`src/rtl/core_shell_pkg.sv`:
```
/*
  Shared geometry and key definitions for the core shell.
  Cache widths assume a 2-way cache with 16 lines per bank and no integrity bits.
  The register data width and count are module parameters, not set here.
*/
`default_nettype none

package core_shell_pkg;

  //////////////////////////////////////////////////
  // Instruction cache geometry
  //////////////////////////////////////////////////

  localparam int unsigned NUM_WAYS  = 2;
  localparam int unsigned NUM_LINES = 16;
  localparam int unsigned INDEX_W   = $clog2(NUM_LINES);

  // Tag entry holds the tag plus its valid bit
  localparam int unsigned TAG_W  = 22;
  localparam int unsigned LINE_W = 64;

  //////////////////////////////////////////////////
  // Scrambling
  //////////////////////////////////////////////////

  localparam int unsigned KEY_W   = 64;
  localparam int unsigned NONCE_W = 32;

  // Key and nonce in use until the first rekey completes
  localparam logic [KEY_W-1:0]   KEY_DEFAULT   = 64'hA5C3_1E9F_D2B7_4068;
  localparam logic [NONCE_W-1:0] NONCE_DEFAULT = 32'h3C6E_F372;

  //////////////////////////////////////////////////
  // Payload types
  //////////////////////////////////////////////////

  typedef logic [TAG_W-1:0]  tag_t;
  typedef logic [LINE_W-1:0] line_t;

  // Register index, always 5 bits even for the reduced register set
  typedef logic [4:0] reg_addr_t;

endpackage

`default_nettype wire

```
`src/rtl/register_file_ff.sv`:
```
/*
  Flip-flop register file, two read ports and one write port.
  Clocked by the gated core clock, so writes while gated off are dropped.
  Register zero reads zero; reads at or above NumRegs also return zero.
*/
`timescale 1ns/1ps
`default_nettype none

module register_file_ff import core_shell_pkg::*; #(
  parameter int unsigned NumRegs   = 32,
  parameter int unsigned DataWidth = 32
) (
  input  logic                 clk_i,
  input  logic                 rst_ni,
  input  reg_addr_t            raddr_a_i,
  input  reg_addr_t            raddr_b_i,
  input  reg_addr_t            waddr_i,
  input  logic [DataWidth-1:0] wdata_i,
  input  logic                 we_i,
  output logic [DataWidth-1:0] rdata_a_o,
  output logic [DataWidth-1:0] rdata_b_o
);

  localparam int unsigned IdxW = $clog2(NumRegs);

  logic [DataWidth-1:0] rf_reg [NumRegs];
  logic [NumRegs-1:1]   we_dec;

  //////////////////////////////////////////////////
  // Write address decode
  //////////////////////////////////////////////////

  always_comb begin
    for (int unsigned i = 1; i < NumRegs; i++) begin
      we_dec[i] = we_i && (waddr_i == reg_addr_t'(i));
    end
  end

  //////////////////////////////////////////////////
  // Storage
  //////////////////////////////////////////////////

  // x0 is constant and never written
  assign rf_reg[0] = '0;

  for (genvar i = 1; i < NumRegs; i++) begin : gen_regs
    always_ff @(posedge clk_i or negedge rst_ni) begin
      if (!rst_ni) begin
        rf_reg[i] <= '0;
      end else if (we_dec[i]) begin
        rf_reg[i] <= wdata_i;
      end
    end
  end

  //////////////////////////////////////////////////
  // Read ports
  //////////////////////////////////////////////////

  // Upper index bits only matter for the reduced register set
  always_comb begin
    if (32'(raddr_a_i) < NumRegs) begin
      rdata_a_o = rf_reg[raddr_a_i[IdxW-1:0]];
    end else begin
      rdata_a_o = '0;
    end
  end

  always_comb begin
    if (32'(raddr_b_i) < NumRegs) begin
      rdata_b_o = rf_reg[raddr_b_i[IdxW-1:0]];
    end else begin
      rdata_b_o = '0;
    end
  end

endmodule

`default_nettype wire

```
`config.mk`:
```
export PLATFORM = sky130hd
export DESIGN_NAME = register_file_ff
export DESIGN_NICKNAME = d
export VERILOG_FILES = /design/src/rtl/core_shell_pkg.sv /design/src/rtl/register_file_ff.sv
export SDC_FILE = /design/constraint.sdc
export NUM_CORES = 2
export LEC_CHECK = 0
export BUFFER_PORTS_ARGS = -buffer_cell sky130_fd_sc_hd__buf_2
export CORE_ASPECT_RATIO = 0.7
export CORE_MARGIN = 2
export CORE_UTILIZATION = 55
export CTS_BUF_LIST = sky130_fd_sc_hd__clkbuf_8
export CTS_CLUSTER_DIAMETER = 30
export DETAILED_ROUTE_END_ITERATION = 16
export PLACE_DENSITY_LB_ADDON = 0.25
export SLEW_MARGIN = 0
export SYNTH_ARGS = -nofsm -noshare
export SYNTH_HDL_FRONTEND = slang
export SYNTH_SLANG_ARGS = --single-unit
```
`constraint.sdc`:
```
create_clock -name clk_i -period 2 [get_ports clk_i]
set_input_delay 0.1 -clock clk_i [delete_from_list [all_inputs] [get_ports clk_i]]
set_output_delay 0.1 -clock clk_i [all_outputs]
set_load 0.02 [all_outputs]
```
Word-level counts from Yosys, hierarchy flattened
Index checks and enable logic that the tools add are counted.

storage, ports and cells
  output and inout bits = 64
  input port bits = 50
  bits in registers = 992
  logic and storage cells = 103

cells by class
  order comparisons = 2
  bitwise operators = 2
  mux-type cells = 6
  eq/ne operators = 31
  reductions and logical operators = 31

operator list
  cell                                                       number
  binary-select mux 32 bit (select 5 bit)                    2
  two-way mux 32 bit                                         4
  equality test 5 bit (second input constant)                16
  equality test 5 x 4 -> 1 bit (second input constant)       8
  logical AND 1 bit                                          31
  equality test 5 x 3 -> 1 bit (second input constant)       4
  greater-or-equal comparator 6 bit (second input constant)  2
  inverter 5 -> 6 bit                                        2
  equality test 5 x 2 -> 1 bit (second input constant)       2
  equality test 5 x 1 -> 1 bit (second input constant)       1

Logic depth before layout (Yosys ltp)
  depth after elaboration = 4
  depth in mapped cells = 9
  depth with buffers taken out = 4

Worst setup path before layout
Ideal clock, no wire load.

  path kind = input-to-output
  from = input port raddr_b_i[0]
  to = output port rdata_b_o[23]
  setup slack = 0.233 ns
  stages = 9
  path buffers = 5
  arrival time = 1.667 ns
  cells stage by stage = buf_4 > buf_6 > buf_6 > buf_6 > buf_6 > mux2i_1 > o22ai_1 > a211oi_1 > o31ai_1

between the ends
  word-level cells in the longest chain between the ends = 4

ends and longest elaborated chain
  element                                                RTL line                source
  start, declared                                        register_file_ff.sv:16  input reg_addr_t raddr_b_i,
  inverter 5 -> 6 bit (not written as such)              register_file_ff.sv:71  rdata_b_o = rf_reg[raddr_b_i[IdxW-1:0]];
  binary-select mux 32 bit (select 5 bit)                register_file_ff.sv:71
  two-way mux 32 bit (not written as such) (2 in a row)  register_file_ff.sv:71
  end, declared                                          register_file_ff.sv:21  output logic [DataWidth-1:0] rdata_b_o

Every way passes these cells. The select of a mux whose other input is x is not followed.

Worst setup path in the final report
  from = register rf_reg[260] in the netlist's numbering
  to = output port rdata_a_o[4]

between the ends
  word-level cells in the longest chain between the ends = 3

ends and longest elaborated chain
  element                                                RTL line                source
  start, declared                                        register_file_ff.sv:26  logic [DataWidth-1:0] rf_reg [NumRegs];
  start signal, assigned by index                        register_file_ff.sv:51  rf_reg[i] <= wdata_i;
  binary-select mux 32 bit (select 5 bit)                register_file_ff.sv:63  rdata_a_o = rf_reg[raddr_a_i[IdxW-1:0]];
  two-way mux 32 bit (not written as such) (2 in a row)  register_file_ff.sv:63
  end, declared                                          register_file_ff.sv:20  output logic [DataWidth-1:0] rdata_a_o,

Every way passes these cells. The select of a mux whose other input is x is not followed.

==> metrics.txt <==
RSZ-0062 raised after global routing=yes; critical path type=reg -> out; initial antenna violation count=3; Clock Tree Buf Depth=3; Power per Cell Area=976 mW/mm^2; Slew HR=0.202; initial DRC count=4121; DP HPWL=108000 um; Sw Ratio=0.299; Reg clk slew, reported paths=70 ps; total congestion overflow=0; synthesized area per cell=14.6 um^2; Critical Path Source Type=register; pin count of the biggest net entering global routing=97; Post-synth ARST share=1.00; final period utilization=1.36; crit path time final=2710 ps; worst-path maximum fanout=3; crit path DAT=2610 ps; port buffer count=113; die area=0.0993 mm^2; register share of total power=0.442; Hold Slack=95.7 ps; worst flop-to-flop path endpoint=rf_reg[771]$_DFFE_PN0P_; Hold Path Class=in -> async; Yosys reg bits=992; H-tree depth=4; via/cell ratio=7.08; Post-Place Worst Slack=-294 ps; # clock sinks=992; synth top area cells=dfrtp_1 47%, mux2_2 22%, mux4_2 16%, a22o_1 3.2%, mux2i_1 3.0%; worst setup margin=-711 ps; Finished Cell Area=0.0630 mm^2; vias in the first global route=39080; CTS Buf Count=175; max-cap violations=0; reg2reg start=rf_reg[771]$_DFFE_PN0P_; register area share after synthesis=0.466; Leak=0.0277 uW; failing checks=negative setup slack; Setup crit end kind=output port; outcome=finished with violations; count leader, synth=mux2_2; DRC Markers=0; cell taking the most area after synthesis=dfrtp_1; GPL Wtd Cong=0.877; final wirelength=176000 um; CP Launch Point=rf_reg[260]$_DFFE_PN0P_; die width=376 um; P_sw=18400 uW; CTS tree=yes; area of the core=0.0959 mm^2; antenna viol nets, final=0; post-synthesis cell type count=32; Placed Area=0.0575 mm^2; wire length per cell=33.2 um; final slew viol count=0; first-pass GRT wire length=260000 um; DR vias=37546; cells on worst reg2reg path=2; Post-synth EDFFs=0; Root Buffer=clkbuf_8; Post-Syn Instances=3639; Final setup viols=64; Worst EP required=1900 ps; fmax=369 MHz; Worst-Skew Late Latency=890 ps; max reg flops=992; fin cells=5301; Least-Margin Pin Slew=1190 ps; Net count, final=3943; I/O pins=114; Hold Fails Final Rpt=0; Internal=43100 uW; Cell Rows=95; worst reg-to-reg setup slack=660 ps; Syn Nets=3689; final worst clock skew=0 ps; area share of the leading cell type in the synthesized netlist=0.466; Initial Util=0.555; Die Y=264 um; Synth warnings=0; total track usage=0.357; Area Overhead vs Synth=18.3%; First-pass DRT Iterations=5; list of most frequent post-synthesis cells=1035 x mux2_2, 992 x dfrtp_1, 384 x mux4_2; Post-Place Cells=4926; worst vdd ir=0.567 mV; Mapped Area=0.0532 mm^2; ratio of cells with drive above 1 in the final layout=0.571; Clk pwr share=0.327; logic gate share of total power=0.231; Main synth FF type=dfrtp_1
-- metrics by stage --
step                utilization  setup TNS, ps  total power [uW]
finish                    0.657         -38740             61500
detailed placement        0.600          -7260             40400
global route              0.657         -42490             63800
CTS                       0.653         -42980             61200
floorplan                     -              0             35800
global placement          0.600          -6370             39500
-- repair_timing --
item                        CTS  global route
hold buffers                 43             0
hold endpoints to repair   1984             0
setup endpoints to repair    64            64
resized for setup           217            49
pin swaps                   111            63
setup buffers                10             7
-- power by group through the flow --
stage          Combinational, uW  Clock (uW)  Sequential (uW)
3_3_place_gp               12600           0            26800
4_1_cts                    13900       20300            27000
3_5_place_dp               13100           0            27300
2_1_floorplan               9690           0            26100
5_1_grt                    15000       21300            27500
6_report                   14200       20100            27200
-- how the worst max path moves through the flow --
stage / slack, ps / endpoint
after floorplan: 230 / rdata_b_o[23]
after global placement: -300 / rdata_a_o[25]
after detailed placement: -290 / rdata_a_o[25]
after CTS: -750 / rdata_b_o[10]
after global routing: -760 / rdata_a_o[4]
final: -710 / rdata_a_o[4]
-- layer usage --
layer,track usage,vias to the layer above,routed length [um]
li1,-,14641,-
met1,0.492,19921,69600
met2,0.523,2437,78600
met3,0.108,547,19900
met4,0.167,0,7940
met5,0,-,0
-- cell families (layout without fill, tap and decap cells) --
group	count (synthesis)	in the layout	synth area share
compound gates	448	448	0.0632
other cells	0	5	0
flops	992	992	0.466
simple gates	189	189	0.0181
mux	1600	1600	0.416
buf+inv	410	806	0.0364
-- placed cells by master, fill, tap and decap left out, types with 3 or more instances in the layout --
master         count
mux2_2          1035
dfrtp_1          992
mux4_2           384
buf_4            240
clkbuf_8         198
a22o_1           192
mux2i_1          159
buf_12           111
nand2_1           66
o22ai_1           64
a211oi_1          61
buf_2             44
dlygate4sd3_1     43
buf_6             42
o21ai_2           40
inv_1             39
o31ai_4           35
clkinv_2          34
and3_1            32
and2_1            32
o31ai_2           24
mux2_1            21
clkinvlp_4        18
nor2_4            14
nand2_2           13
o21ai_4           13
bufinv_16         12
o21ai_1           11
nor2b_4            8
inv_8              6
clkinv_4           6
diode_2            5
o31ai_1            5
inv_6              5
buf_8              4
nand2b_1           3
nand4b_1           3
or3_2              3
-- area by class of cell --
type / instances / area (um^2)
timing repair buffer: 485 / 5220
sequential: 992 / 24800
antenna: 5 / 12.5
fill: 6629 / 32900
clock inverter: 122 / 1010
multi-input combinational: 2237 / 27600
clock buffer: 197 / 2710
tap: 1261 / 1580
inverter: 2 / 7.51
-- critical path: stages, from the launching register on --
cell     delay (ps)
dfrtp_1         400
mux4_2          530
a22o_1          230
o21ai_2         210
o31ai_2         160
buf_2           190
Power figures use the tool's default switching activity.
