$ cat src/rtl/core_shell_pkg.sv
/*
  Shared geometry and key definitions for the core shell.
  Cache widths assume a 2-way cache with 16 lines per bank and no integrity bits.
  The register data width and count are module parameters, not set here.
*/
`default_nettype none

package core_shell_pkg;

  //////////////////////////////////////////////////
  // Instruction cache geometry
  //////////////////////////////////////////////////

  localparam int unsigned NUM_WAYS  = 2;
  localparam int unsigned NUM_LINES = 16;
  localparam int unsigned INDEX_W   = $clog2(NUM_LINES);

  // Tag entry holds the tag plus its valid bit
  localparam int unsigned TAG_W  = 22;
  localparam int unsigned LINE_W = 64;

  //////////////////////////////////////////////////
  // Scrambling
  //////////////////////////////////////////////////

  localparam int unsigned KEY_W   = 64;
  localparam int unsigned NONCE_W = 32;

  // Key and nonce in use until the first rekey completes
  localparam logic [KEY_W-1:0]   KEY_DEFAULT   = 64'hA5C3_1E9F_D2B7_4068;
  localparam logic [NONCE_W-1:0] NONCE_DEFAULT = 32'h3C6E_F372;

  //////////////////////////////////////////////////
  // Payload types
  //////////////////////////////////////////////////

  typedef logic [TAG_W-1:0]  tag_t;
  typedef logic [LINE_W-1:0] line_t;

  // Register index, always 5 bits even for the reduced register set
  typedef logic [4:0] reg_addr_t;

endpackage

`default_nettype wire

$ cat src/rtl/scrambled_ram_1p.sv
/*
  Single-port RAM that stores entries XORed with a key/nonce/index keystream.
  Payloads up to 128 bits wide. Data is lost on rekey unless rewritten.
  Requests while the key is invalid are dropped and rdata_o holds.
*/
`timescale 1ns/1ps
`default_nettype none

module scrambled_ram_1p import core_shell_pkg::*; #(
  parameter type         payload_t = logic [31:0],
  parameter int unsigned Depth     = NUM_LINES
) (
  input  logic                     clk_i,
  input  logic                     rst_ni,
  input  logic                     key_valid_i,
  input  logic [KEY_W-1:0]         key_i,
  input  logic [NONCE_W-1:0]       nonce_i,
  input  logic                     req_i,
  input  logic                     write_i,
  input  logic [$clog2(Depth)-1:0] addr_i,
  input  payload_t                 wdata_i,
  output payload_t                 rdata_o
);

  localparam int unsigned AddrW = $clog2(Depth);
  localparam int unsigned Width = $bits(payload_t);

  payload_t          mem_q [Depth];
  logic [KEY_W-1:0]  seed;
  logic [KEY_W-1:0]  mix;
  logic [Width-1:0]  keystream;
  logic              access;

  //////////////////////////////////////////////////
  // Keystream
  //////////////////////////////////////////////////

  // Key and nonce folded, then rotated by the index so each entry differs
  assign seed = key_i ^ {2{nonce_i}} ^ {(KEY_W / 8){8'(addr_i)}};
  assign mix  = (seed << addr_i) | (seed >> (KEY_W - AddrW'(addr_i)));

  // Wide payloads repeat the mixed key
  always_comb begin
    for (int unsigned i = 0; i < Width; i++) begin
      keystream[i] = mix[i % KEY_W];
    end
  end

  assign access = req_i & key_valid_i;

  //////////////////////////////////////////////////
  // Storage and read register
  //////////////////////////////////////////////////

  always_ff @(posedge clk_i or negedge rst_ni) begin
    if (!rst_ni) begin
      mem_q <= '{default: '0};
    end else if (access && write_i) begin
      mem_q[addr_i] <= wdata_i ^ payload_t'(keystream);
    end
  end

  // Holds the last read between requests
  always_ff @(posedge clk_i or negedge rst_ni) begin
    if (!rst_ni) begin
      rdata_o <= '0;
    end else if (access && !write_i) begin
      rdata_o <= mem_q[addr_i] ^ payload_t'(keystream);
    end
  end

endmodule

`default_nettype wire

$ cat config.mk
export PLATFORM = sky130hd
export DESIGN_NAME = scrambled_ram_1p
export DESIGN_NICKNAME = d
export VERILOG_FILES = /design/src/rtl/core_shell_pkg.sv /design/src/rtl/scrambled_ram_1p.sv
export SDC_FILE = /design/constraint.sdc
export NUM_CORES = 1
export LEC_CHECK = 0
export BUFFER_PORTS_ARGS = -buffer_cell sky130_fd_sc_hd__buf_4
export CORE_ASPECT_RATIO = 1.75
export CORE_MARGIN = 2
export CORE_UTILIZATION = 50
export DETAILED_ROUTE_END_ITERATION = 12
export PLACE_DENSITY = 0.7
export SYNTH_ARGS = -nofsm -noshare
export SYNTH_HDL_FRONTEND = slang
export SYNTH_SLANG_ARGS = --single-unit
$ cat constraint.sdc
create_clock -name clk_i -period 1.7 [get_ports clk_i]
set_input_delay 0.085 -clock clk_i [delete_from_list [all_inputs] [get_ports clk_i]]
set_output_delay 0.085 -clock clk_i [all_outputs]
set_load 0.05 [all_outputs]
# After elaboration in Yosys (flattened, before gate mapping)
# Index checks and enable logic that the tools add are counted.
# totals
regBits	544
in_bits	137
# op_classes
n_reduce_logical	4
n_bitwise	7
order_cmp	2
mux	6
addsub	1
n_shift	2
# op_table
op	n
$bwmux W512	1
$bmux W32 S4	1
$demux W32 S4	1
$mux W32	3
$shl A64 B4 Y32	1
$shr A64 B32 Y32	1
$xor A32 B32 Y32	2
$xor A64 B60 Y64	1
$xor A64 B64 Y64	1
$or A32 B32 Y32	1
$sub A7 B4 Y8 const A	1
$ge A5 B5 Y1 const B	1
$lt A5 B1 Y1 const B	1
$not A4 Y5	1
$logic_and A1 B1 Y1	3
$and A1 B1 Y1	1
$logic_not A1 Y1	1

# Logic depth before layout (Yosys ltp)
# Gate-level depths: netlist (run 1).
# depth
ltp_word	6
mapped_depth	17

# Worst setup path before layout (run 1)
# OpenSTA, ideal clock, no wires.
# synth_path
path_kind	in2reg
startpoint	in addr_i[0]
endpoint	reg mem_q[352] in the netlist's numbering
setup_slack_ns	-1.625
arrival_ns	3.191
setup_time_ns	0.134
stages	17
required_ns	1.566
path_buffers	8
path_cell_list	inv_2 -> buf_4 -> buf_6 -> buf_4 -> buf_4 -> ha_1 -> clkbuf_1 -> inv_1 -> buf_2 -> buf_4 -> mux4_2 -> o21ai_0 -> a21oi_1 -> a2bb2oi_1 -> xor2_1 -> clkbuf_1 -> o21ai_0
# synth_between
elab_chain_cells	6
elab_cells_between_ends	13
# synth_lines
element	line	rtl
start: declaration	scrambled_ram_1p.sv:20	input logic [$clog2(Depth)-1:0] addr_i,
parallel branches: the longest is 5 deep, another holds $sub A7 B4 Y8	--	
$bwmux W512 (*)	scrambled_ram_1p.sv:59	mem_q[addr_i] <= wdata_i ^ payload_t'(keystream);
end signal: indexed assignment	scrambled_ram_1p.sv:59	
end: declaration	scrambled_ram_1p.sv:28	payload_t mem_q [Depth];
# Mark *: on every way between the ends.
# A chain may end at the register's enable or synchronous reset.

# Worst setup path after layout (run 1)
# layout_path
startpoint	in addr_i[0]
endpoint	reg mem_q[420] in the netlist's numbering
# Same word-level chain as after synthesis.

==> impl_metrics.csv, run 1 <==
group,metric,value,unit
cells_and_area,final_area,0.0400,mm^2
die,core-area,0.0572,mm^2
status,status,"complete, but fails checks",
die,fp.dieW,186,um
detailed_routing,antenna_left,0,
power,p_leak,18.2,nW
setup_path,endpoint_kind,"flop",
detailed_routing,viasPerCell,6.12,
logic_synthesis,syn_inst,2647,
cells_and_area,fill_cells,4010,
logic_synthesis,netlist_top_cells_area,"dfrtp_1, mux4_2, o21ai_0",
status,violations,"setup timing",
placed_design,post_dp_cell_area,0.0356,mm^2
logic_synthesis,yosysTopAreaCell,"dfrtp_1",
setup_path,required,2.16,ns
die,io_pins,169,
placed_design,pre_cts_ws,-1.22,ns
power,power,40.7,mW
logic_synthesis,ys_seq_elements,544,
sta,fin_crit_sh,121,%
clock_tree,clk_path_buf_depth,3,
sta,max_freq,486,MHz
clock_tree,cts.sinks,544,
detailed_routing,drcViolationCount,0,
detailed_routing,drtIter0Drc,1996,
cells_and_area,multi_input_area,0.0164,mm^2
grt,groute.usage.overall,36.1,%
logic_synthesis,synth_top_area_share,47.2,%
detailed_routing,post_drt_wl_per_cell,26.0,um
placed_design,io_buffers,168,
cells_and_area,area_growth,38.6,%
cells_and_area,fin_util,70.0,%
logic_synthesis,postSynthAreaPerCell,10.9,um^2
cells_and_area,layout-drive-gt1-share,42.8,%
power,powerDensity,1020,mW/mm^2
setup_path,crit_type,"in -> reg",
grt,grt_pass1_vias,26300,
detailed_routing,wl,105000,um
sta,fin_crit,2.06,ns
logic_synthesis,synthFlopType,"dfrtp_1",
setup_path,rrSetupSlack,-0.14,ns
clock_tree,cts_tree,"done",
grt,grt_antenna_before_repair,1,
sta,setup_viol,537,
worst_hold_path,min_path_type,"in -> reg",
clock_tree,htreeDepth,2,
sta,drv_slew,0,
die,rows,116,
sta,worst_slew_pin_slew,0.766,ns
die,die_height,322,um
grt,overflow,0,
setup_path,startpoint,"addr_i[0]",
clock_tree,cts.reportedPaths.clkPinSlew,0.07,ns
clock_tree,worstSkewPairLatency,0.59,ns
sta,hold_violations,0,
detailed_routing,firstDrtPassIters,5,
logic_synthesis,yosys_warnings,0,
grt,grt_max_degree,75,
clock_tree,root_buffer,"clkbuf_16",
clock_tree,cts_buffers,46,
sta,fin_worst_skew,0.0217,ns
setup_path,startpoint_type,"input pin",
setup_path,crit_arrival,2.51,ns
power,ir_drop,1080,uV
logic_synthesis,yosysMostFrequentCell,"nand2_1",
die,start_util,50.5,%
logic_synthesis,synth_nets,2788,
placed_design,hpwlAfterDp,72200,um
die,dieArea,0.0597,mm^2
logic_synthesis,syn_area,0.0289,mm^2
setup_path,worstReg2RegEnd,"rdata_o[13]",
logic_synthesis,synth_edf_count,0,
cells_and_area,seqCellArea,0.0136,mm^2
sta,fin_ws,-0.358,ns
logic_synthesis,async_flop_share,100,%
setup_path,crit_end,"mem_q[420]",
grt,grt_pass1_wl,159000,um
setup_path,r2r_cells,4,
logic_synthesis,synth_common_cells,"nand2_1, dfrtp_1, o21ai_0, mux4_2, clkbuf_1",
setup_path,r2r_start,"mem_q[397]",
placed_design,gp_congestion,1.01,
cells_and_area,fin_nets,3378,
logic_synthesis,ys_seq_area_share,47.2,%
detailed_routing,vias,24700,
logic_synthesis,synth.distinct_cells,81,
sta,rsz0062_at_grt,"yes",
setup_path,cp_max_fo,4,
sta,relSlewSlack,48.6,%
job,drv_cap,0,
==> layer usage <==
metal	GRT usage, %	vias to the layer above	routed length, um
met4	27.2	0	9720
met3	5.81	431	7410
met5	0	-	0
met2	60.4	1216	51900
li1	-	10700	-
met1	41.3	12400	36100
==> critical path, stage by stage <==
cell and delay, ns:
buf_12 0.11, inv_16 0.04, ha_4 0.37, inv_8 0.06, buf_6 0.13, buf_6 0.11, mux4_2 0.38, o22ai_2 0.13
o211ai_1 0.22, buf_4 0.22, o22a_4 0.22, xnor2_4 0.14, mux2_4 0.27
==> layout make-up <==
class / count / share of cell area, %
multi-input cells: 1877 / 40.9
flip-flops and latches: 544 / 34.0
repair buffers: 757 / 18.9
clock buffers: 67 / 3.20
well taps: 767 / 2.40
clock inverters: 15 / 0.425
inverters: 11 / 0.184
diodes: 1 / 0.00625
==> worst min path at each step <==
stage                            from  slack, ns         end  cells past startpoint
after CTS                 wdata_i[22]       0.03  mem_q[246]                      4
after floorplan                rst_ni      -0.21    mem_q[0]                      0
after global routing      wdata_i[27]       0.07   mem_q[59]                      3
after global placement         rst_ni     -0.005  mem_q[178]                      1
after detailed placement       rst_ni     0.0009  mem_q[178]                      1
final                     wdata_i[26]       0.05  mem_q[346]                      5
==> placed cells by master (no fill, tap or decap), drive strengths merged, types with 12 or more instances in the layout <==
cell type    netlist  final
buf               77    721
nand2            562    562
dfrtp            544    544
o21ai            508    508
mux4             192    192
xnor2             81     81
mux2              74     74
clkbuf           139     67
nor2              62     62
xor2              60     60
mux2i             38     38
a21oi             35     35
dlygate4sd3        0     30
nand3             17     17
xnor3             16     16
o211ai            15     15
o31ai             15     15
o21a              13     13
a22oi             12     12
==> where the power goes <==
group	internal, mW	leakage (nW)	switching (mW)
sequential	15.2	7.25	1.31
clock	5.71	0.712	4.85
combinational	6.58	10.2	7.08
total	27.5	18.2	13.2
==> logic make-up after synthesis <==
family / after synthesis / synth area share (%)
and+or+nand+nor: 707 / 9.93
AOI/OAI and AO/OA: 699 / 13.9
DFF: 544 / 47.2
muxes: 304 / 19.2
buffers and inverters: 227 / 3.64
xor gates and xnor gates: 162 / 5.99
adders and majority gates: 4 / 0.173
==> flip-flops by register name, summed over array words and instances (netlist names) <==
| register | count |
|---|---|
| mem_q | 512 |
| rdata_o | 32 |
==> repair_timing <==
action,in CTS,in global routing
endpoints found under the setup margin,537,546
setup buffers,55,5
cloned,14,0
hold endpoints to repair,841,0
resized for setup,376,61
hold buffers,30,0
pin swaps,147,19
==> through the flow <==
stage	cells	setup TNS, ns	hold WS (ns)
2_1_floorplan	2647	-412.29	-0.211
3_3_place_gp	3858	-478.72	-0.00522
3_5_place_dp	3858	-490.07	0.000901
4_1_cts	4033	-71.55	0.0307
5_1_grt	4039	-125.53	0.0661
6_report	4039	-98.98	0.0488
Power figures use the tool's default switching activity.
==> inputs of run 2 (changes only) <==
Settings changed: CORE_ASPECT_RATIO 1.75 to 0.9, CORE_MARGIN 2 to 10, PLACE_DENSITY 0.7 to 0.68.
Clock period 1.7 ns to 2.05 ns, I/O delays scaled along.
==> impl_metrics.csv, run 2 (synthesis results as in run 1) <==
group,metric,value,unit
status,status,"completed",
setup_path,required,2.48,ns
cells_and_area,regMostFlops,"mem_q",
sta,hold_violations,0,
power,power.internal,23.5,mW
setup_path,startpoint,"nonce_i[19]",
power,swShare,31.3,%
detailed_routing,post_drt_wl_per_cell,24.4,um
placed_design,dp.cells,3789,
die,die_height,248,um
clock_tree,cts.reportedPaths.clkPinSlew,0.06,ns
clock_tree,clk_path_buf_depth,3,
detailed_routing,drcViolationCount,0,
setup_path,rrSetupSlack,0.11,ns
grt,grt_pass1_vias,24100,
grt,grt_pass1_wl,147000,um
cells_and_area,top_regs,"mem_q: 512 flops, rdata_o: 32 flops",
grt,overflow,0,
power,powerDensity,912,mW/mm^2
setup_path,r2r_cells,4,
grt,grt_antenna_before_repair,0,
detailed_routing,firstDrtPassIters,6,
cells_and_area,fin_nets,3263,
clock_tree,cts.sinks,544,
power,pwr-share-seq,40.0,%
sta,hold-worst-slack,0.0158,ns
cells_and_area,area_growth,29.9,%
setup_path,cp_max_fo,13,
grt,groute.usage.overall,28.3,%
die,dieArea,0.0678,mm^2
placed_design,post_dp_cell_area,0.0349,mm^2
die,rows,83,
setup_path,startpoint_type,"input pin",
worst_hold_path,worstHoldStart,"wdata_i[27]",
setup_path,r2r_start,"mem_q[156]",
clock_tree,cts_buffers,55,
clock_tree,cts_tree,"done",
detailed_routing,wl,96000,um
clock_tree,root_buffer,"clkbuf_16",
power,p_sw,10.7,mW
cells_and_area,largest_reg_flops,512,
die,io_pins,169,
power,p_leak,17.0,nW
placed_design,hpwlAfterDp,68000,um
sta,drv_slew,0,
setup_path,endpoint_kind,"flop",
cells_and_area,mostFrequentLayoutCell,"nand2_1",
power,ir_drop,702,uV
sta,fin_crit_sh,99.1,%
sta,relSlewSlack,60.0,%
sta,fin_worst_skew,0.0778,ns
grt,grt_max_degree,91,
clock_tree,worstSkewPairLatency,0.66,ns
setup_path,crit_end,"mem_q[350]",
sta,worst_slew_pin_slew,0.598,ns
die,start_util,50.5,%
setup_path,worstReg2RegEnd,"rdata_o[28]",
setup_path,crit_arrival,2.46,ns
detailed_routing,antenna_left,0,
clock_tree,htreeDepth,2,
die,fp.dieW,273,um
job,drv_cap,0,
cells_and_area,layout-drive-gt1-share,35.1,%
die,core-area,0.0571,mm^2
cells_and_area,final_cell_mix,"nand2_1, dfrtp_1, buf_4, o21ai_1, mux4_2",
power,combPwrFrac,28.6,%
sta,setup_viol,0,
placed_design,gp_congestion,0.937,
detailed_routing,viasPerCell,6.00,
cells_and_area,fin_cells,3931,
cells_and_area,final_area,0.0375,mm^2
placed_design,io_buffers,168,
power,p_clk_share,31.4,%
setup_path,crit_type,"in -> reg",
sta,fin_crit,2.03,ns
detailed_routing,vias,23600,
worst_hold_path,min_path_type,"in -> reg",
cells_and_area,fill_cells,4257,
sta,setup_tns,0,ns
detailed_routing,drtIter0Drc,2154,
sta,max_freq,492,MHz
==> run 2: cell count changes in the layout (fill, tap and decap cells not counted), moves of 12 or more <==
cell      delta
buf_12      -20
buf_4       -27
buf_6       -62
clkbuf_1    -12
o21ai_0     +45
o21ai_1     +65
o21ai_2    -106
==> run 2: worst min-delay path by stage <==
stage / endpoint / slack (ns) / depth (start not counted)
after floorplan: mem_q[0] / -0.19 / 0
after global placement: mem_q[185] / 0.04 / 1
after detailed placement: mem_q[185] / 0.05 / 1
after CTS: mem_q[59] / 0.0007 / 3
after global routing: mem_q[91] / 0.03 / 3
final: mem_q[27] / 0.02 / 3
==> run 2: layout make-up <==
| type | instances | area [um^2] | area share, % |
|---|---|---|---|
| sequential | 544 | 13600 | 36.3 |
| clock inverter | 28 | 394 | 1.05 |
| tap | 765 | 957 | 2.55 |
| clock buffer | 72 | 1570 | 4.19 |
| inverter | 11 | 67.6 | 0.180 |
| multi-input combinational | 1876 | 15100 | 40.1 |
| timing repair buffer | 634 | 5850 | 15.6 |
| antenna | 1 | 2.50 | 0.00667 |
==> run 2: repair_timing <==
action | CTS | global route
hold endpoints to repair | 894 | 0
hold buffers | 33 | 0
gates resized for setup | 0 | 44
pin swaps | 1 | 7
endpoints found under the setup margin | 13 | 224
cloned | 1 | 1
buffers inserted | 1 | 5
==> run 2: power by group through the flow <==
stage               Clock (mW)  Sequential, mW  Combinational [mW]
floorplan                    0            14.1                5.37
global placement             0            13.7                9.18
detailed placement           0            13.8                9.43
CTS                       10.9            13.7                9.58
global route              11.3            13.9                10.5
finish                    10.7            13.7                9.78
==> run 2: stage by stage <==
| stage | total power, mW | utilization, % | worst slack, ns |
|---|---|---|---|
| global route | 35.7 | 65.7 | -0.0535 |
| floorplan | 19.4 | - | -0.677 |
| global placement | 22.8 | 61.0 | -0.660 |
| detailed placement | 23.3 | 61.0 | -0.646 |
| finish | 34.2 | 65.7 | 0.0180 |
| CTS | 34.1 | 65.1 | 0.00955 |
==> run 2: worst max-delay path: stages <==
cell	delay, ns
buf_4	0.09
xor3_1	0.45
mux2_2	0.33
mux4_2	0.52
a22o_2	0.34
nor2_4	0.19
xor2_4	0.22
buf_12	0.16
o21ai_1	0.06
==> run 2: routing by layer <==
metal  global-route usage (%)  share of wire [%]
met3                     4.35                7.7
met1                     39.9                 43
met5                        0                  0
met4                     7.76                2.5
met2                     45.2                 47
