**src/rtl/core_shell_pkg.sv**
```systemverilog
/*
  Shared geometry and key definitions for the core shell.
  Cache widths assume a 2-way cache with 16 lines per bank and no integrity bits.
  The register data width and count are module parameters, not set here.
*/
`default_nettype none

package core_shell_pkg;

  //////////////////////////////////////////////////
  // Instruction cache geometry
  //////////////////////////////////////////////////

  localparam int unsigned NUM_WAYS  = 2;
  localparam int unsigned NUM_LINES = 16;
  localparam int unsigned INDEX_W   = $clog2(NUM_LINES);

  // Tag entry holds the tag plus its valid bit
  localparam int unsigned TAG_W  = 22;
  localparam int unsigned LINE_W = 64;

  //////////////////////////////////////////////////
  // Scrambling
  //////////////////////////////////////////////////

  localparam int unsigned KEY_W   = 64;
  localparam int unsigned NONCE_W = 32;

  // Key and nonce in use until the first rekey completes
  localparam logic [KEY_W-1:0]   KEY_DEFAULT   = 64'hA5C3_1E9F_D2B7_4068;
  localparam logic [NONCE_W-1:0] NONCE_DEFAULT = 32'h3C6E_F372;

  //////////////////////////////////////////////////
  // Payload types
  //////////////////////////////////////////////////

  typedef logic [TAG_W-1:0]  tag_t;
  typedef logic [LINE_W-1:0] line_t;

  // Register index, always 5 bits even for the reduced register set
  typedef logic [4:0] reg_addr_t;

endpackage

`default_nettype wire

```
**src/rtl/scramble_key_ctrl.sv**
```systemverilog
/*
  Scramble key request tracking with key and nonce registers.
  A key request drops key valid and raises scramble_req_o until the key source answers.
  Requests arriving while one is pending are absorbed. No back-pressure.
*/
`timescale 1ns/1ps
`default_nettype none

module scramble_key_ctrl import core_shell_pkg::*; (
  input  logic               clk_i,
  input  logic               rst_ni,
  input  logic               key_req_i,
  input  logic               scramble_key_valid_i,
  input  logic [KEY_W-1:0]   scramble_key_i,
  input  logic [NONCE_W-1:0] scramble_nonce_i,
  output logic               key_valid_o,
  output logic [KEY_W-1:0]   key_o,
  output logic [NONCE_W-1:0] nonce_o,
  output logic               scramble_req_o
);

  logic key_valid_d, key_valid_q;
  logic req_d, req_q;

  //////////////////////////////////////////////////
  // Request and valid flags
  //////////////////////////////////////////////////

  // Pending request waits for the key source, otherwise a new request opens one
  assign req_d = req_q ? ~scramble_key_valid_i : key_req_i;

  // Key stays invalid from the request until the new key arrives
  assign key_valid_d = req_q     ? scramble_key_valid_i :
                       key_req_i ? 1'b0                 :
                                   key_valid_q;

  always_ff @(posedge clk_i or negedge rst_ni) begin
    if (!rst_ni) begin
      req_q       <= 1'b0;
      key_valid_q <= 1'b1;
    end else begin
      req_q       <= req_d;
      key_valid_q <= key_valid_d;
    end
  end

  //////////////////////////////////////////////////
  // Key and nonce
  //////////////////////////////////////////////////

  always_ff @(posedge clk_i or negedge rst_ni) begin
    if (!rst_ni) begin
      key_o   <= KEY_DEFAULT;
      nonce_o <= NONCE_DEFAULT;
    end else if (scramble_key_valid_i) begin
      key_o   <= scramble_key_i;
      nonce_o <= scramble_nonce_i;
    end
  end

  assign scramble_req_o = req_q;
  assign key_valid_o    = key_valid_q;

endmodule

`default_nettype wire

```
**config.mk**
```make
export PLATFORM = sky130hd
export DESIGN_NAME = scramble_key_ctrl
export DESIGN_NICKNAME = d
export VERILOG_FILES = /design/src/rtl/core_shell_pkg.sv /design/src/rtl/scramble_key_ctrl.sv
export SDC_FILE = /design/constraint.sdc
export NUM_CORES = 1
export LEC_CHECK = 0
export ABC_CLOCK_PERIOD_IN_PS = 1200
export BUFFER_PORTS_ARGS = -buffer_cell sky130_fd_sc_hd__buf_2
export CORE_MARGIN = 2
export CORE_UTILIZATION = 45
export DETAILED_ROUTE_END_ITERATION = 6
export GPL_TIMING_DRIVEN = 0
export PLACE_DENSITY = 0.85
export SYNTH_ARGS = -nofsm -noshare
export SYNTH_HDL_FRONTEND = slang
export SYNTH_SLANG_ARGS = --single-unit
```
**constraint.sdc**
```tcl
create_clock -name clk_i -period 1.2 [get_ports clk_i]
set_clock_uncertainty 0.05 [all_clocks]
set_input_delay 0.06 -clock clk_i [delete_from_list [all_inputs] [get_ports clk_i]]
set_output_delay 0.06 -clock clk_i [all_outputs]
set_load 0.01 [all_outputs]
```
-- After elaboration in Yosys (flattened, before gate mapping)
Cells that the tools add are included.
- register bits: 98
- input bits: 100
- output and inout bits: 98
- logic and storage cells: 9
- muxes and demuxes: 3
- bitwise operators: 1
- reductions and logical operators: 1
- operator list (kind ; count):
    $mux W1 ; 3
    $reduce_bool A2 Y1 ; 1
    $not A1 Y1 ; 1

-- Longest topological paths before layout
Gate-level depths: netlist of the first run.
- word-level depth: 2
- mapped depth: 4
- gate-level depth less buffers: 2

-- Worst setup path after synthesis of the first run
No wires, ideal clock.
- kind: input port to flip-flop
- from: in scramble_key_valid_i
- to: reg nonce_o[10]
- setup time: 125 ps
- arrival: 741 ps
- setup slack: 283 ps
- stages: 4
- cell sequence: buf_6 -> buf_6 -> buf_6 -> mux2_4
- RTL lines (element ; RTL line ; text):
    start: declaration ; scramble_key_ctrl.sv:13 ; input logic scramble_key_valid_i,
    end signal: assignment ; scramble_key_ctrl.sv:57 ; nonce_o <= scramble_nonce_i;
    end: declaration ; scramble_key_ctrl.sv:18 ; output logic [NONCE_W-1:0] nonce_o,
No word-level cell between the ends.

-- Worst setup path in the final report of the first run
- from: reg nonce_o[22]
- to: out nonce_o[22]
No word-level cell between the ends.

==> metrics.md, run 1 <==
| Metric | Value |
|---|---|
| Status | `completed` |
| Maximum number of pins on one net before global-route repair | `56` |
| Number of pins exceeding their max-slew limit in the final report | `0` |
| Post-route fraction of the period consumed by the critical path | `95.7%` |
| Slew at the pin closest to its max-slew limit | `~680 ps` |
| Final critical-path required period | `1150 ps` |
| Number of cells on the worst hold path | `3` |
| Die Span Y | `~96 µm` |
| Global-route wire length before repair | `15,900 µm` |
| Worst VDD drop | `~0.00075 V` |
| Total global routing track utilization | `between 20 and 25%` |
| Layout cell share with drive strength beyond 1 | `71.2%` |
| Cell Pwr Density | `roughly 1300 nW/µm²` |
| GR Overflow Total | `0` |
| Core box area | `8180 µm²` |
| Post-route total power | `around 8 mW` |
| End of the worst hold path | `key_o[1]` |
| Data arrival time at the worst-slack endpoint | `about 1000 ps` |
| Worst setup EP type | `primary output` |
| Via count of the first global-routing pass | `about 3,300` |
| Number of endpoints failing setup at the final stage | `0` |
| Final count of hold timing violations | `0` |
| Number of nets in the synthesized netlist | `about 300` |
| Number of nets in the finished design | `615` |
| Final Core Density | `between 70 and 80%` |
| Hold Path Class | `in -> reg` |
| Cell-by-cell listing of the critical path | `buf_2` |
| Clock-pin slew on the worst setup and hold paths | `approximately 90 ps` |
| Slowest cell on the critical path | `dfstp_2` |
| Die Area | `around 9100 µm²` |
| Count of state elements after synthesis | `between 90 and 100` |
| Global route hottest layer | `met2` |
| Crit-path max cell delay | `550 ps` |
| Static leakage power | `slightly below 3 nW` |
| Unrepaired setup endpoints after global routing | `no` |
| Family of cells with the greatest summed delay on the critical path | `flip-flops` |
| Hold_buf cts | `between 90 and 100` |
| Number of violations of the max-capacitance limit | `0` |
| Cell area after synthesis | `~3800 µm²` |
| Setup TNS after final layout | `0 ps` |
| Total buffers and inverters traversed by the critical path | `1` |
| Number of cells traversed by the worst register-to-register path | `1` |
| Global-route track usage on met3 | `7.67%` |
| Buffers from clock root to sink, at most | `2` |
| Reg-to-reg critical path endpoint | `key_o[59]` |
| Top-area cell type share of the netlist area | `around 36%` |
| Clock sink count | `between 90 and 100` |
| Initial antenna violation count | `0` |
| Commonest cells after routing, fill and taps aside | `202 x buf_2, 98 x dlygate4sd3_1, 78 x mux2_2` |
| Smallest setup slack after layout | `51.0 ps` |
| Drt drc | `0` |
| Pre-CTS WS | `168 ps` |
| Netlist cell types | `10` |
| Internal reg-to-reg setup slack | `~340 ps` |
| Detailed Route WL | `~10,000 µm` |
| Synth-to-Final Area Change | `61.9%` |
| Boundary pin count | `between 150 and 200` |
| Dominant cells by area after synthesis | `dfstp_2 36%, dfrtp_1 31%, mux2_2 23%` |
| Most frequent standard cell in the layout excluding fill and tap cells | `buf_2` |
| Post-detailed-placement half-perimeter wirelength | `6290 µm` |
| Met1 track utilization from global routing | `23.1%` |
| Peak fanout along the critical path | `2` |
| Clock latency of the later-clocked register in the worst-skew pair | `between 300 and 400 ps` |
| Synthesis Warnings | `0` |
| Ratio of routed vias to standard cells | `between 4 and 5` |
| TritonCTS clock tree | `built` |
| Average cell area after synthesis | `approximately 18 µm²` |
| Type of origin of the critical path | `flip-flop` |
| Master cell of the clock root buffer | `clkbuf_8` |
| Count of buffers inserted at the top-level ports | `just under 200` |
| Post-CTS setup buffer count | `0` |
| Critical path required time | `1090 ps` |
| Post-synth top area cell | `dfstp_2` |
| Post-CTS sizing | `0` |
| Fraction of met2 tracks used by global routing | `45.5%` |
| Number of placement rows | `33` |
| Effective utilization at floorplan | `between 40% and 50%` |
| Classification of the worst setup path | `reg -> out` |
| Syn Inst Count | `approximately 210` |
| Number of optimization iterations in the first detailed-route pass | `4` |
| Startpoint of the tightest hold check path | `scramble_key_valid_i` |
| Remaining max-slew budget at the tightest pin | `54.6%` |
| Die width | `between 90 and 100 µm` |
| GP Congestion | `about 0.8` |
| # diodes | `0` |
| Number of buffers created by CTS | `9` |
| R2R Path Start | `key_o[59]` |
| Sequential fraction of the synthesis area | `~67%` |
| Average detailed-routed wire length per instance | `16.8 µm` |
| Final antenna-violating net count | `0` |
| Detailed Route Iter0 Violations | `44` |
| Number of vias in the routed layout | `2,960` |
| Deepest level of the CTS H-tree | `3` |
| Timing-limited maximum frequency | `~870 MHz` |
==> per-stage QoR <==
step	hold slack, ps	cell area (µm²)	std cells
2_1_floorplan	-286	3770	209
3_3_place_gp	242	4880	510
3_5_place_dp	98.6	4910	511
4_1_cts	128	6110	625
5_1_grt	118	6110	625
6_report	132	6110	625
==> worst min-delay path, cell delays in order <==
cell    delay [ps]
buf_6          120
buf_6          160
mux2_2         160
==> routing by layer <==
| metal | part of all wire [%] | wire [µm] |
|---|---|---|
| met5 | 0 | 0 |
| met2 | 57 | 5970 |
| met1 | 36 | 3750 |
| met3 | 6.2 | 654 |
| met4 | 0.96 | 101 |
==> power by group <==
part,switching (mW),internal (mW)
Clock,1.08,1.23
Sequential,0.180,3.76
Combinational,0.650,0.896
Total,1.91,5.89
==> cell usage after synthesis (all sizes together) <==
| master | count |
|---|---|
| inv | 1 |
| nor2 | 1 |
| dfrtp | 46 |
| dfstp | 52 |
| buf | 11 |
| mux2i | 1 |
| a22o | 1 |
| mux2 | 96 |
==> logic make-up after synthesis <==
family,count (synthesis),synth area share [%]
flip-flops,98,66.7
multiplexers,97,30.7
buffers and inverters,12,2.22
AO/OA/AOI/OAI,1,0.232
AND/OR/NAND/NOR,1,0.0994
==> final cells by class <==
type	count	area [µm²]
well taps	105	131
inverters	1	3.75
repair buffers	295	1980
clock buffers	12	145
clock inverters	4	75.1
flip-flops and latches	98	2520
fillers	503	2070
plain buffers	11	80.1
multi-input cells	99	1170
==> flip-flops by register name (all words and copies together), names as in the netlist <==
name and cells:
nonce_o 32, key_valid_o 1, key_o 64, scramble_req_o 1
==> how the worst max path moves through the flow <==
stage / from / to / slack [ps] / depth (start not counted)
after floorplan: scramble_key_valid_i / nonce_o[10] / 280 / 4
after global placement: rst_ni / key_o[27] / -810 / 1
after detailed placement: scramble_key_valid_i / nonce_o[10] / 170 / 4
after CTS: nonce_o[21] / nonce_o[21] / 40 / 1
after global routing: nonce_o[21] / nonce_o[21] / 3 / 1
final: nonce_o[22] / nonce_o[22] / 50 / 1
(Power assumes the default switching activity.)
==> run 2: changes to the inputs <==
- PLACE_DENSITY: 0.85 -> 0.88
==> run 2 against run 1 <==
  * Final area shrank 0.12%
  * Flip-flop and latch count is the same
  * Die area is the same
  * Combinational power is essentially flat
  * Core utilization shrank 0.092 points
  * Clock power shrank 8%
  * Largest cell class unchanged
  * Cell count is the same
  * Count of clock-buffer cells in the layout is the same
  * Sequential share of layout area grew 0.051 points
  * Maximum frequency grew 1.7%
  * Hold slack lost 8.4 ps
  * Critical path depth is the same
==> metrics.md, run 2 (synthesis gave the netlist of run 1 again) <==
| Metric | Value |
|---|---|
| Timing-limited maximum frequency | `885 MHz` |
| Met1 track utilization from global routing | `between 20% and 30%` |
| Cell-by-cell listing of the critical path | `buf_2` |
| Static leakage power | `~2.9 nW` |
| Family of cells with the greatest summed delay on the critical path | `flip-flops` |
| Drt drc | `0` |
| Post-route fraction of the period consumed by the critical path | `94.2%` |
| Number of optimization iterations in the first detailed-route pass | `4` |
| Final critical-path required period | `around 1100 ps` |
| Number of pins exceeding their max-slew limit in the final report | `0` |
| Type of origin of the critical path | `flip-flop` |
| Clock sink count | `a little under 100` |
| Data arrival time at the worst-slack endpoint | `around 1000 ps` |
| Hold Path Class | `in -> async` |
| Unrepaired setup endpoints after global routing | `no` |
| Worst Hold Slack | `approximately 120 ps` |
| Fraction of met2 tracks used by global routing | `42.6%` |
| Detailed Route WL | `between 10,000 and 15,000 µm` |
| Average detailed-routed wire length per instance | `roughly 17 µm` |
| Maximum number of pins on one net before global-route repair | `79` |
| Crit-path max cell delay | `between 500 and 600 ps` |
| Global-route wire length before repair | `between 15,000 and 20,000 µm` |
| Remaining max-slew budget at the tightest pin | `between 70% and 80%` |
| Clock-pin slew on the worst setup and hold paths | `approximately 100 ps` |
| TritonCTS clock tree | `built` |
| Core box area | `8180 µm²` |
| Number of violations of the max-capacitance limit | `0` |
| Die width | `around 96 µm` |
| Number of placement rows | `33` |
| Ratio of routed vias to standard cells | `about 4.7` |
| Die Area | `around 9100 µm²` |
| Classification of the worst setup path | `reg -> out` |
| Number of buffers created by CTS | `9` |
| Smallest setup slack after layout | `between 60 and 70 ps` |
| Global-route track usage on met3 | `between 6 and 7%` |
| Number of endpoints failing setup at the final stage | `0` |
| Slew at the pin closest to its max-slew limit | `a little under 400 ps` |
| Master cell of the clock root buffer | `clkbuf_8` |
| Setup TNS after final layout | `0 ps` |
| # diodes | `0` |
| Detailed Route Iter0 Violations | `58` |
| Boundary pin count | `198` |
| Worst VDD drop | `just over 0.0007 V` |
| Number of nets in the finished design | `615` |
| Die Span Y | `between 90 and 100 µm` |
| Initial antenna violation count | `0` |
| GR Overflow Total | `0` |
| Clock latency of the later-clocked register in the worst-skew pair | `between 300 and 400 ps` |
| Post-detailed-placement half-perimeter wirelength | `6030 µm` |
| Synth-to-Final Area Change | `61.7%` |
| Effective utilization at floorplan | `46.1%` |
| Slowest cell on the critical path | `dfstp_2` |
| Global route hottest layer | `met2` |
| Registers with the most flip-flops | `key_o (64), nonce_o (32)` |
| Layout cell share with drive strength beyond 1 | `a little over 70%` |
| Total global routing track utilization | `between 20 and 25%` |
| Number of cells traversed by the worst register-to-register path | `1` |
| Peak fanout along the critical path | `2` |
| Deepest level of the CTS H-tree | `3` |
| Total buffers and inverters traversed by the critical path | `1` |
| Status | `completed` |
| GP Congestion | `roughly 0.73` |
| Cell Pwr Density | `roughly 1200 nW/µm²` |
| Critical path required time | `about 1100 ps` |
| Pre-CTS WS | `about 160 ps` |
| Count of buffers inserted at the top-level ports | `roughly 200` |
| Final Core Density | `roughly 75%` |
| Count of cell instances traversed by the critical path | `1` |
| Via count of the first global-routing pass | `3,270` |
| Number of vias in the routed layout | `2,937` |
| Final antenna-violating net count | `0` |
| Commonest cells after routing, fill and taps aside | `202 x buf_2, 98 x dlygate4sd3_1, 78 x mux2_2` |
| Total of fill cells in the finished design | `510` |
| Worst setup EP type | `primary output` |
| Most frequent standard cell in the layout excluding fill and tap cells | `buf_2` |
| Number of flip-flops under the largest register name | `64` |
| Final count of hold timing violations | `0` |
| Register containing the most flip-flops in the final layout | `key_o` |
| Buffers from clock root to sink, at most | `2` |
-- run 2: through the flow --
stage | cells | power (mW) | cell area, µm²
floorplan | 209 | 4.61 | 3770
global placement | 510 | 5.19 | 4880
detailed placement | 511 | 5.27 | 4910
CTS | 625 | 7.68 | 6100
global route | 625 | 8.00 | 6100
finish | 625 | 7.62 | 6100
-- run 2: timing repair --
action / 4_1_cts / 5_1_grt
gates resized for setup: 0 / 0
buffers inserted: 0 / 0
endpoints found under the setup margin: 0 / 0
endpoints found under the hold margin: 155 / 0
hold buffers: 98 / 0
-- run 2: layout make-up --
| class | count | area [µm²] | share of cell area [%] |
|---|---|---|---|
| flip-flops and latches | 98 | 2520 | 41.3 |
| repair buffers | 295 | 1990 | 32.6 |
| multi-input cells | 99 | 1170 | 19.2 |
| clock buffers | 12 | 155 | 2.54 |
| well taps | 105 | 131 | 2.15 |
| plain buffers | 11 | 80.1 | 1.31 |
| clock inverters | 4 | 50.0 | 0.820 |
| inverters | 1 | 3.75 | 0.0615 |
-- run 2: metal layers --
metal | vias up | routed length [µm]
met2 | 129 | 5650
met4 | 0 | 102
met5 | - | 0
met1 | 1458 | 3860
met3 | 10 | 716
li1 | 1340 | -
-- run 2: final timing paths --
check	from	end	slack, ps
max	key_o[28]	key_o[28]	70
min	rst_ni	key_o[15]	120
max reg2reg	key_o[4]	key_o[4]	340
min reg2reg	key_o[8]	key_o[8]	460
max in group asynchronous	rst_ni	key_o[3]	260
min in group clk_i	scramble_key_valid_i	key_o[0]	140
-- run 2: power by group --
| group | internal (mW) | switching [mW] | total (mW) |
|---|---|---|---|
| logic | 0.899 | 0.649 | 1.55 |
| clock network | 1.08 | 1.06 | 2.13 |
| registers | 3.76 | 0.176 | 3.94 |
==> run 3: changes to the inputs <==
- CORE_MARGIN: 2 -> unset
- CTS_BUF_LIST: unset -> sky130_fd_sc_hd__clkbuf_16
==> run 3 against run 2 <==
  * Core utilization is 0.73 points higher
  * First-iteration DRC count stayed put
  * Critical path depth stayed put
  * Non-clock buffer count stayed put
  * Sequential share of layout area is 0.40 points lower
  * Wire length is 0.16% higher
  * Sequential power hardly changed
  * Global-route usage is 1.5 points higher
  * Critical path type unchanged
  * Critical endpoint unchanged
==> metrics.md, run 3 (synthesis gave the netlist of run 1 again) <==
| Metric | Value |
|---|---|
| Status | `completed` |
| Final critical-path required period | `between 1000 and 1500 ps` |
| Clock sink count | `98` |
| Average detailed-routed wire length per instance | `roughly 17 µm` |
| Hold Path Class | `in -> reg` |
| Number of violations of the max-capacitance limit | `0` |
| Critical path required time | `about 1100 ps` |
| Number of placement rows | `33` |
| Timing-limited maximum frequency | `890 MHz` |
| Number of nets in the finished design | `~620` |
| Number of pins exceeding their max-slew limit in the final report | `0` |
| Total of fill cells in the finished design | `503` |
| Effective utilization at floorplan | `about 46%` |
| Final count of hold timing violations | `0` |
| Maximum number of pins on one net before global-route repair | `55` |
| # diodes | `0` |
| Peak fanout along the critical path | `2` |
| Most frequent standard cell in the layout excluding fill and tap cells | `buf_2` |
| Cell Pwr Density | `about 1300 nW/µm²` |
| Data arrival time at the worst-slack endpoint | `1010 ps` |
| Final antenna-violating net count | `0` |
| Slowest cell on the critical path | `dfstp_2` |
| Total buffers and inverters traversed by the critical path | `1` |
| Crit-path max cell delay | `around 540 ps` |
| Cell-by-cell listing of the critical path | `buf_2` |
| End of the worst hold path | `nonce_o[27]` |
| Die width | `a little over 90 µm` |
| Ratio of routed vias to standard cells | `~4.7` |
| Number of endpoints failing setup at the final stage | `0` |
| Number of cells on the worst hold path | `3` |
| Number of buffers created by CTS | `9` |
| Deepest level of the CTS H-tree | `3` |
| Classification of the worst setup path | `reg -> out` |
| Die Span Y | `around 94 µm` |
| Number of vias in the routed layout | `between 2,000 and 3,000` |
| Boundary pin count | `198` |
| Synth-to-Final Area Change | `63.3%` |
| Register containing the most flip-flops in the final layout | `key_o` |
| Number of cells traversed by the worst register-to-register path | `1` |
| Worst setup EP type | `primary output` |
| Remaining max-slew budget at the tightest pin | `approximately three fifths` |
| Buffers from clock root to sink, at most | `2` |
| Post-route fraction of the period consumed by the critical path | `a little over nine tenths` |
| Via count of the first global-routing pass | `3,272` |
| Detailed Route WL | `roughly 10,000 µm` |
| Slew at the pin closest to its max-slew limit | `594 ps` |
| Count of buffers inserted at the top-level ports | `slightly below 200` |
| Layout cell share with drive strength beyond 1 | `between 70% and 80%` |
| Master cell of the clock root buffer | `clkbuf_16` |
| Global-route wire length before repair | `15,700 µm` |
| Worst VDD drop | `0.000721 V` |
| Internal reg-to-reg setup slack | `~350 ps` |
| Die Area | `approximately 8800 µm²` |
| Detailed Route Iter0 Violations | `between 50 and 60` |
| Clock latency of the later-clocked register in the worst-skew pair | `320 ps` |
| Static leakage power | `2.94 nW` |
| TritonCTS clock tree | `built` |
| Total global routing track utilization | `24.0%` |
| Type of origin of the critical path | `flip-flop` |
| GP Congestion | `0.722` |
| Reg-to-reg critical path endpoint | `nonce_o[10]` |
| Registers with the most flip-flops | `key_o (64), nonce_o (32)` |
| Initial antenna violation count | `0` |
| Number of optimization iterations in the first detailed-route pass | `4` |
| Post-detailed-placement half-perimeter wirelength | `between 5000 and 6000 µm` |
| Drt drc | `0` |
| Number of flip-flops under the largest register name | `64` |
| GR Overflow Total | `0` |
| Commonest cells after routing, fill and taps aside | `202 x buf_2, 98 x dlygate4sd3_1, 78 x mux2_2` |
| Unrepaired setup endpoints after global routing | `no` |
| Final Core Density | `around three quarters` |
| Startpoint of the tightest hold check path | `scramble_key_valid_i` |
| Clock-pin slew on the worst setup and hold paths | `roughly 70 ps` |
| Placed standard-cell area | `between 4000 and 5000 µm²` |
| R2R Path Start | `nonce_o[10]` |
| Post-route design area | `6160 µm²` |
| Core box area | `just over 8000 µm²` |
| Family of cells with the greatest summed delay on the critical path | `flip-flops` |
-- run 3: cell types whose count changed in the layout (fill, tap and decap cells not counted) --
| cell | previous run | this run |
|---|---|---|
| clkbuf_1 | 1 | 0 |
| clkinv_4 | 0 | 1 |
| inv_1 | 1 | 4 |
| clkbuf_16 | 0 | 9 |
| clkbuf_8 | 11 | 0 |
| bufinv_16 | 1 | 0 |
-- run 3: how the worst max path moves through the flow --
stage	cells past startpoint	to	start
after floorplan	4	nonce_o[10]	scramble_key_valid_i
after global placement	1	nonce_o[10]	rst_ni
after detailed placement	4	nonce_o[10]	scramble_key_valid_i
after CTS	1	key_o[33]	key_o[33]
after global routing	3	nonce_o[13]	rst_ni
final	1	key_o[28]	key_o[28]
-- run 3: layout make-up --
type                            instances  area, µm²  share of cell area [%]
Tap cell                              105        131                    2.13
Sequential cell                        98       2520                    40.9
Clock buffer                            9        225                    3.66
Clock inverter                          7       40.0                   0.650
Buffer                                 11       80.1                    1.30
Timing Repair Buffer                  295       1990                    32.3
Multi-Input combinational cell         99       1170                    19.0
Inverter                                1       3.75                  0.0609
-- run 3: metrics by stage --
stage	worst slack, ps	hold WS (ps)	total power, mW	TNS [ps]	instances
after detailed placement	158	49.0	5.26	0	511
after global routing	14.5	186	8.39	0	625
final	76.2	169	8.05	0	625
after floorplan	283	-286	4.61	0	209
after global placement	-777	242	5.19	-52310	510
after CTS	77.8	166	8.07	0	625
-- run 3: report_power, final --
part           total, mW  internal [mW]  switching, mW  leakage, nW
sequential          3.95           3.77          0.180         1.08
combinational       1.55          0.899          0.652         1.72
clock               2.55           1.38           1.17        0.135
total               8.05           6.05           2.01         2.94
-- run 3: layer usage --
layer	up-vias	part of all wire, %	GRT usage, %
met3	33	6.9	5.93
li1	1343	-	-
met1	1431	38	26.3
met2	146	52	42.7
met4	0	3.4	12.3
met5	-	0	0
-- run 3: what timing repair did --
action                                 CTS  global route
resized for setup                        0             0
endpoints found under the hold margin  119             0
setup buffers                            0             0
hold buffers                            98             0
